`config.mk`:
```
export PLATFORM = sky130hd
export DESIGN_NAME = wb_mem_front
export DESIGN_NICKNAME = d
export VERILOG_FILES = /design/src/wb_mem_pkg.sv /design/src/wb_mem_front.sv
export SDC_FILE = /design/constraint.sdc
export NUM_CORES = 1
export LEC_CHECK = 0
export BUFFER_PORTS_ARGS = -buffer_cell sky130_fd_sc_hd__buf_2
export CAP_MARGIN = 20
export CORE_MARGIN = 3
export CORE_UTILIZATION = 22
export DETAILED_ROUTE_END_ITERATION = 8
export GPL_TIMING_DRIVEN = 0
export PLACE_DENSITY = 0.84
export SLEW_MARGIN = 10
export SYNTH_ARGS = -nofsm -noshare
export SYNTH_HDL_FRONTEND = slang
export SYNTH_SLANG_ARGS = --single-unit
```
`constraint.sdc`:
```
create_clock -name clkb -period 1.5 [get_ports clkb]
set_input_delay 0.15 -clock clkb [delete_from_list [all_inputs] [get_ports clkb]]
set_output_delay 0.15 -clock clkb [all_outputs]
set_load 0.01 [all_outputs]
```
`src/wb_mem_pkg.sv`:
```
//~~~~~~~~~~~~~~~~~~~~~~~~~~~~~~~~~~~~~~
// All sizes are fixed here, with no per-module overrides
// Read path always uses the RAM output register
//~~~~~~~~~~~~~~~~~~~~~~~~~~~~~~~~~~~~~~
package wb_mem_pkg;

  // Data organisation
  localparam int byte_w     = 8;                    // Bits per byte lane
  localparam int word_bytes = 4;                    // Lanes per word, width of sel
  localparam int word_w     = word_bytes * byte_w;  // Wishbone data width

  // Memory organisation
  localparam int mem_depth  = 256;                  // Words in the RAM
  localparam int addr_w     = $clog2(mem_depth);    // Word address bits, no decode above

  // Edges from read issue to data in the output register
  // One edge for the RAM latch, one for the output register
  localparam int rd_latency = 2;

  // One data word, seen whole or lane by lane
  typedef union packed {
    logic [word_w-1:0]                  word;   // Whole word, bus side
    logic [word_bytes-1:0][byte_w-1:0]  lanes;  // Lane 0 is the low byte
  } mem_word_t;

endpackage
```
`src/wb_mem_front.sv`:
```
//~~~~~~~~~~~~~~~~~~~~~~~~~~~~~~~~~~~~~~
// One RAM access per Wishbone cycle, stb may be held long
// Dropping cyc abandons the open transaction
//~~~~~~~~~~~~~~~~~~~~~~~~~~~~~~~~~~~~~~
module wb_mem_front (
  input  logic                               clkb,      // Bus and RAM clock
  input  logic                               rstb,      // Sync reset, active high
  input  logic                               cyc,       // Wishbone cycle
  input  logic                               stb,       // Wishbone strobe
  input  logic                               we,        // Write when high
  input  logic [wb_mem_pkg::addr_w-1:0]      adr,       // Word address
  input  logic [wb_mem_pkg::word_bytes-1:0]  sel,       // Byte lane select
  input  wb_mem_pkg::mem_word_t              dat_w,     // Write data from master
  input  logic                               ack,       // Transaction end
  output logic [wb_mem_pkg::word_bytes-1:0]  wr_en,     // Per-lane write enable
  output logic [wb_mem_pkg::addr_w-1:0]      wr_addr,   // RAM write address
  output logic [wb_mem_pkg::addr_w-1:0]      rd_addr,   // RAM read address
  output wb_mem_pkg::mem_word_t              wr_data,   // Lane-routed write data
  output logic                               rd_en,     // RAM read latch enable
  output logic                               wr_done,   // Write issued this cycle
  output logic                               rd_issue   // Read issued this cycle
);
  import wb_mem_pkg::*;

  logic busy;     // Access issued, ack not yet seen
  logic strobe;   // Qualified bus request
  logic issue;    // Access goes out at the coming edge
  logic wr_go;    // Issue is a write
  logic rd_go;    // Issue is a read

  assign strobe = cyc & stb;
  assign issue  = strobe & ~busy;   // Only from idle
  assign wr_go  = issue & we;
  assign rd_go  = issue & ~we;

  // Busy from the issue edge until the ack edge
  always_ff @(posedge clkb) begin
    if (rstb) begin
      busy <= 1'b0;
    end else if (ack || !cyc) begin
      busy <= 1'b0;                 // Transaction ended or abandoned
    end else if (issue) begin
      busy <= 1'b1;
    end
  end

  // Write lanes gated by sel, unselected lanes held at zero
  always_comb begin
    for (int i = 0; i < word_bytes; i++) begin
      wr_en[i]         = wr_go & sel[i];
      wr_data.lanes[i] = sel[i] ? dat_w.lanes[i] : '0;
    end
  end

  assign wr_addr  = adr;
  assign rd_addr  = adr;            // Read ignores sel, full word returned
  assign rd_en    = rd_go;
  assign wr_done  = wr_go;          // Write ack timing starts here
  assign rd_issue = rd_go;          // Read latency starts here

  // No second issue until the open transaction ends
  a_one_issue: assert property (
    @(posedge clkb) disable iff (rstb)
    (wr_done || rd_issue) |=> !(wr_done || rd_issue) until_with (ack || !cyc)
  ) else $error("Second access issued within one transaction");

endmodule

```
* Yosys cells after proc, flatten, opt, wreduce, memory -nomap -nowiden *
Cells that the tools add are included.

operators by class
  reductions and logical operators = 3
  bitwise operators = 10
  multiplexer cells = 4

operator list
  kind              count
  $mux 8            4
  $and 1x1->1       8
  $not 1->1         2
  $reduce_or 2->1   1
  $logic_not 1->1   1
  $logic_or 1x1->1  1

storage, ports and cells
  register bits after elaboration = 1
  output and inout port bits = 55
  word-level logic and storage cells = 18

* Logic depth before layout (Yosys ltp) *
Gate-level depths: netlist of the first run.

  depth in word-level cells = 4
  depth in mapped cells = 3
  mapped depth without buffers = 2

* Least setup slack after synthesis of the first run *
No wires, ideal clock.

  path kind = register -> output
  start = register busy
  end = output port rd_issue
  setup slack = 0.495 ns
  cell stages (with the launch flop) = 3
  arrival = 0.855 ns
  data required time = 1.350 ns
  cell sequence = dfxtp_1 > nor3_1 > buf_4

between the ends
  word-level cells in the longest chain between the ends = 3

ends and longest elaborated chain
  what                      RTL line            source
  start: declaration        wb_mem_front.sv:25  logic busy;
  start signal: assignment  wb_mem_front.sv:39  busy <= 1'b0;
  start signal: assignment  wb_mem_front.sv:41  busy <= 1'b0;
  start signal: assignment  wb_mem_front.sv:43  busy <= 1'b1;
  $not 1->1                 wb_mem_front.sv:32  assign issue = strobe & ~busy;
  $and 1x1->1               wb_mem_front.sv:32
  $and 1x1->1               wb_mem_front.sv:34  assign rd_go = issue & ~we;
  end: declaration          wb_mem_front.sv:21  output logic rd_issue

Every way passes these cells.

* Worst setup path after layout of the first run *
  start = register busy
  end = output port wr_en[1] in the netlist's numbering

between the ends
  word-level cells in the longest chain between the ends = 4

ends and longest elaborated chain
  what              RTL line            source
  $not 1->1         wb_mem_front.sv:32
  $and 1x1->1       wb_mem_front.sv:32
  $and 1x1->1       wb_mem_front.sv:33  assign wr_go = issue & we;
  $and 1x1->1       wb_mem_front.sv:50  wr_en[i] = wr_go & sel[i];
  end: declaration  wb_mem_front.sv:15  output logic [wb_mem_pkg::word_bytes-1:0] wr_en,

Every way passes these cells.

==> results of run 1 <==
-- kinds of logic (layout without fill, tap and decap cells) --
| family | Yosys count | count (layout) | synth area share [%] |
|---|---|---|---|
| buffers and inverters | 17 | 113 | 31.3 |
| flip-flops | 1 | 1 | 4.91 |
| AND/OR/NAND/NOR | 41 | 41 | 63.8 |
-- cell usage after synthesis, drive strengths merged --
master	number	area share, %
buf	17	31
nor2	1	0.92
nor4b	1	2.1
and4b	1	3.4
nor3	1	1.2
nand2	1	0.92
and2	36	55
dfxtp	1	4.9
-- path summary, 6_finish.rpt --
| check | startpoint | end | slack [ns] | cells past startpoint |
|---|---|---|---|---|
| setup reg to reg | busy | busy | 0.78 | 2 |
| hold / removal | ack | busy | 0.32 | 2 |
| setup / recovery | busy | wr_en[1] | 0.45 | 3 |
| hold reg to reg | busy | busy | 0.51 | 2 |
-- power groups by stage --
stage	Combinational, mW	Sequential, mW	Clock (mW)
2_1_floorplan	0.113	0.0283	0
3_3_place_gp	0.238	0.0284	0
3_5_place_dp	0.242	0.0284	0
4_1_cts	0.243	0.0284	0
5_1_grt	0.262	0.0285	0
6_report	0.239	0.0284	0
-- final cells by class --
cell class	instances	area share, %
buffer	17	13.9
multi-input combinational	41	28.3
sequential	1	2.18
tap	24	3.27
timing repair buffer	96	52.3
-- worst register-to-register path: cells and delay by family, from the launching register on --
family,cells,cell delay (ns)
flip-flops,1,0.32
AND/OR/NAND/NOR,2,0.29
-- through the flow --
| step | util, % | instances | cell area [µm²] |
|---|---|---|---|
| after floorplan | - | 59 | 408 |
| after global placement | 56.4 | 179 | 918 |
| after detailed placement | 56.4 | 179 | 918 |
| after CTS | 56.4 | 179 | 918 |
| after global routing | 56.4 | 179 | 918 |
| final | 56.4 | 179 | 918 |
-- routing by layer --
layer	track usage (%)	vias to the layer above	share of wire, %
met4	0.948	0	0
met3	0.917	0	10
met5	0	-	0
met1	13.6	293	31
met2	31.5	49	59
li1	-	358	-
==> impl_metrics.toml, run 1 <==
[clock_network]
insertion_delay_ns = 0
cts_setup_buffers = 0
cts_hold_buf = 0
ctsResizeCount = 0
clkTransAtPathRegs_ns = 0

[worst_setup_path]
critical_path_class = "register to primary output"
arrival_ns = 0.90
cp_max_fo = 5
cp_slowest_cell = "and4b_4"
path_buf_inv = 1
worst_setup_path_start_kind = "register"
max_stage_delay_ns = 0.35
critPathRequiredTime_ns = 1.35
path_cells = "and4b_4, and2_1, buf_2"
cpLargestDelayFamily = "simple AND/OR/NAND/NOR gates"
crit_path_end_kind = "primary output"

[routing]
drt-initial-drc-count = 3
drt_pre_antenna_iters = 2
ant_nets = 0
drc = 0
drt-total-wl_um = 1820
wl_per_cell_um = 10.2
vias_per_cell = 3.91
route.vias.total = 700

[outcome]
outcome = "completed"

[floorplanning]
die_h_um = 49.1
die_w_um = 49.1
start_util_pct = 25.0
core_um2 = 1630
dieArea_um2 = 2410
io_pins = 105
num_rows = 14

[final_layout]
syn_to_final_growth_pct = 125
reg_top3 = "busy x1"
antenna_cells = 0
fillers = 159
top_register = "busy"
largest_reg_flops = 1
drive_gt1_share_pct = 73.5
final_cell_mix = "buf_2, and2_1, buf_4"
multiInputGateArea_um2 = 260
final_net_count = 207
register_area_um2 = 20.0
final_common_cell = "buf_2"

[power]
p_sw_share_pct = 38.0
combPwrFrac_pct = 89.4
power_mw = 0.268
switching_power_mw = 0.102
pwr-share-seq_pct = 10.6
p_leak_nw = 0.612
p_int_mw = 0.166
power_density_nw_per_um2 = 291
peakVddDrop_mv = 0.156
clkPwrFrac_pct = 0

[placed_design]
port-buffer-count = 96
post-place-ws_ns = 0.439
hpwl_um = 1730
gp_congestion = 0.751

[flow_run]
drv_cap = 0

[sta]
fin_crit_ns = 1.05
period_share_pct = 69.9
setup_tns_ns = 0
skew_ns = 0
rsz0062_at_grt = "false"
setup_viol = 0
holdWs_ns = 0.320
setup_slack_ns = 0.451
slew_headroom_pct = 82.9
worst_pin_slew_ns = 0.253
fmax_mhz = 953
maxSlewViolCount = 0
hold_violations = 0

[grt]
grt-ovfl-total = 0
grt_pass1_vias = 705
grt_max_degree = 10
antenna_found_initial = 0
grt.total_usage_pct = 14.0
grt_pass1_wl_um = 2900

[synth]
synth_area_um2 = 408
avgSynthCellArea_um2 = 6.91
postSynthNetCount = 109
yosys_warnings = 0
ys_seq_elements = 1
yosysSeqAreaShare_pct = 4.91
yosys.cell_types.count = 8
syn-instance-count = 59

[worst_hold_path]
hp-class = "input pin to register"
No activity file was read; power rests on OpenSTA's default activity.
==> inputs of run 2 (changes only) <==
- CORE_UTILIZATION: 22 -> 21
- PLACE_DENSITY: 0.84 -> 0.8
- clock period: 1.5 -> 1 ns (I/O delays scaled with it)
==> run 2 against run 1 <==
  * The run now ends with setup timing left
  * Sequential power increased by 51%
  * Total power grew 55%
  * Worst hold slack worse by 0.056 ns
  * Final cell count is 1.1% higher
  * Routed wire length hardly changed
  * Global-route usage decreased by 1.9 points
  * Flip-flop and latch count unchanged
  * Critical path type unchanged
  * Largest power group unchanged
==> impl_metrics.toml, run 2 (same netlist as run 1, synthesis figures left out) <==
[grt]
grt_max_degree = 10
antenna_found_initial = 0
grt_pass1_vias = 661
grt-ovfl-total = 0
grt.total_usage_pct = 12.1
grt_pass1_wl_um = 2550

[final_layout]
final_net_count = 208
final_common_cell = "buf_2"
register_area_um2 = 21.3
largest_reg_flops = 1
multiInputGateArea_um2 = 270
antenna_cells = 0
fillers = 167
drive_gt1_share_pct = 76.9
reg_top3 = "busy x1"
postLayoutCellArea_um2 = 963
utilization_pct = 54.0
final_cell_mix = "buf_2, and2_1, buf_4"
top_register = "busy"
syn_to_final_growth_pct = 136
final_cells = 181

[power]
p_leak_nw = 0.627
power_mw = 0.414
peakVddDrop_mv = 0.204
power_density_nw_per_um2 = 430

[placed_design]
port-buffer-count = 96
gp_congestion = 0.683
placed_area_um2 = 920
hpwl_um = 1660
dp_cells = 180
post-place-ws_ns = -0.0288

[sta]
slew_headroom_pct = 83.2
maxSlewViolCount = 0
fin_crit_ns = 1.01
setup_tns_ns = -0.0268
holdWs_ns = 0.264
rsz0062_at_grt = "true"
period_share_pct = 101
hold_violations = 0
fmax_mhz = 986
setup_slack_ns = -0.0146
skew_ns = 0
setup_viol = 4
worst_pin_slew_ns = 0.248

[routing]
drt-total-wl_um = 1820
drc = 0
drt_pre_antenna_iters = 1
route.vias.total = 722
vias_per_cell = 3.99
ant_nets = 0
wl_per_cell_um = 10.0
drt-initial-drc-count = 0

[flow_run]
drv_cap = 0

[clock_network]
cts_hold_buf = 0
clkTransAtPathRegs_ns = 0
insertion_delay_ns = 0

[worst_hold_path]
hp-class = "input pin to register"

[floorplanning]
core_um2 = 1780
io_pins = 105
dieArea_um2 = 2510
start_util_pct = 22.9
num_rows = 15
die_h_um = 50.1
die_w_um = 50.1

[outcome]
violations = "setup timing"
outcome = "finished, violations left"

[worst_setup_path]
arrival_ns = 0.91
crit_path_end_kind = "primary output"
critical_path_class = "register to primary output"
worst_setup_path_start_kind = "register"
cp_max_fo = 5
critPathRequiredTime_ns = 0.90
-- run 2: worst paths after layout --
path | startpoint | endpoint | slack [ns] | depth (start not counted)
worst max-delay path | busy | wr_en[0] | -0.01 | 3
worst min-delay path | ack | busy | 0.26 | 2
worst max register to register | busy | busy | 0.29 | 2
worst min register to register | busy | busy | 0.51 | 2
-- run 2: routing by layer --
| metal | share of wire (%) | GRT usage, % | wire length [µm] | up-vias |
|---|---|---|---|---|
| li1 | - | - | - | 359 |
| met4 | 0 | 0 | 0 | 0 |
| met1 | 31 | 13.3 | 562 | 293 |
| met3 | 18 | 3.02 | 331 | 0 |
| met2 | 51 | 24.1 | 923 | 70 |
| met5 | 0 | 0 | 0 | - |
-- run 2: layout make-up --
class,count,area share [%]
plain buffers,17,13.2
multi-input cells,41,28.1
flip-flops and latches,1,2.21
well taps,25,3.25
repair buffers,97,53.2
-- run 2: critical path, cell delays in order (launching register included) --
cell     delay [ns]
dfxtp_2        0.30
and4b_4        0.36
and2_4         0.15
buf_6          0.09
-- run 2: power breakdown --
group / internal [mW] / leakage [nW] / switching, mW
clock: 0 / 0 / 0
combinational: 0.216 / 0.618 / 0.154
sequential: 0.0421 / 0.00859 / 0.000838
-- run 2: what timing repair did --
item                       4_1_cts  5_1_grt
buffers inserted                 0        1
setup endpoints to repair        4        4
pin swaps                        4        0
resized for setup                1        8
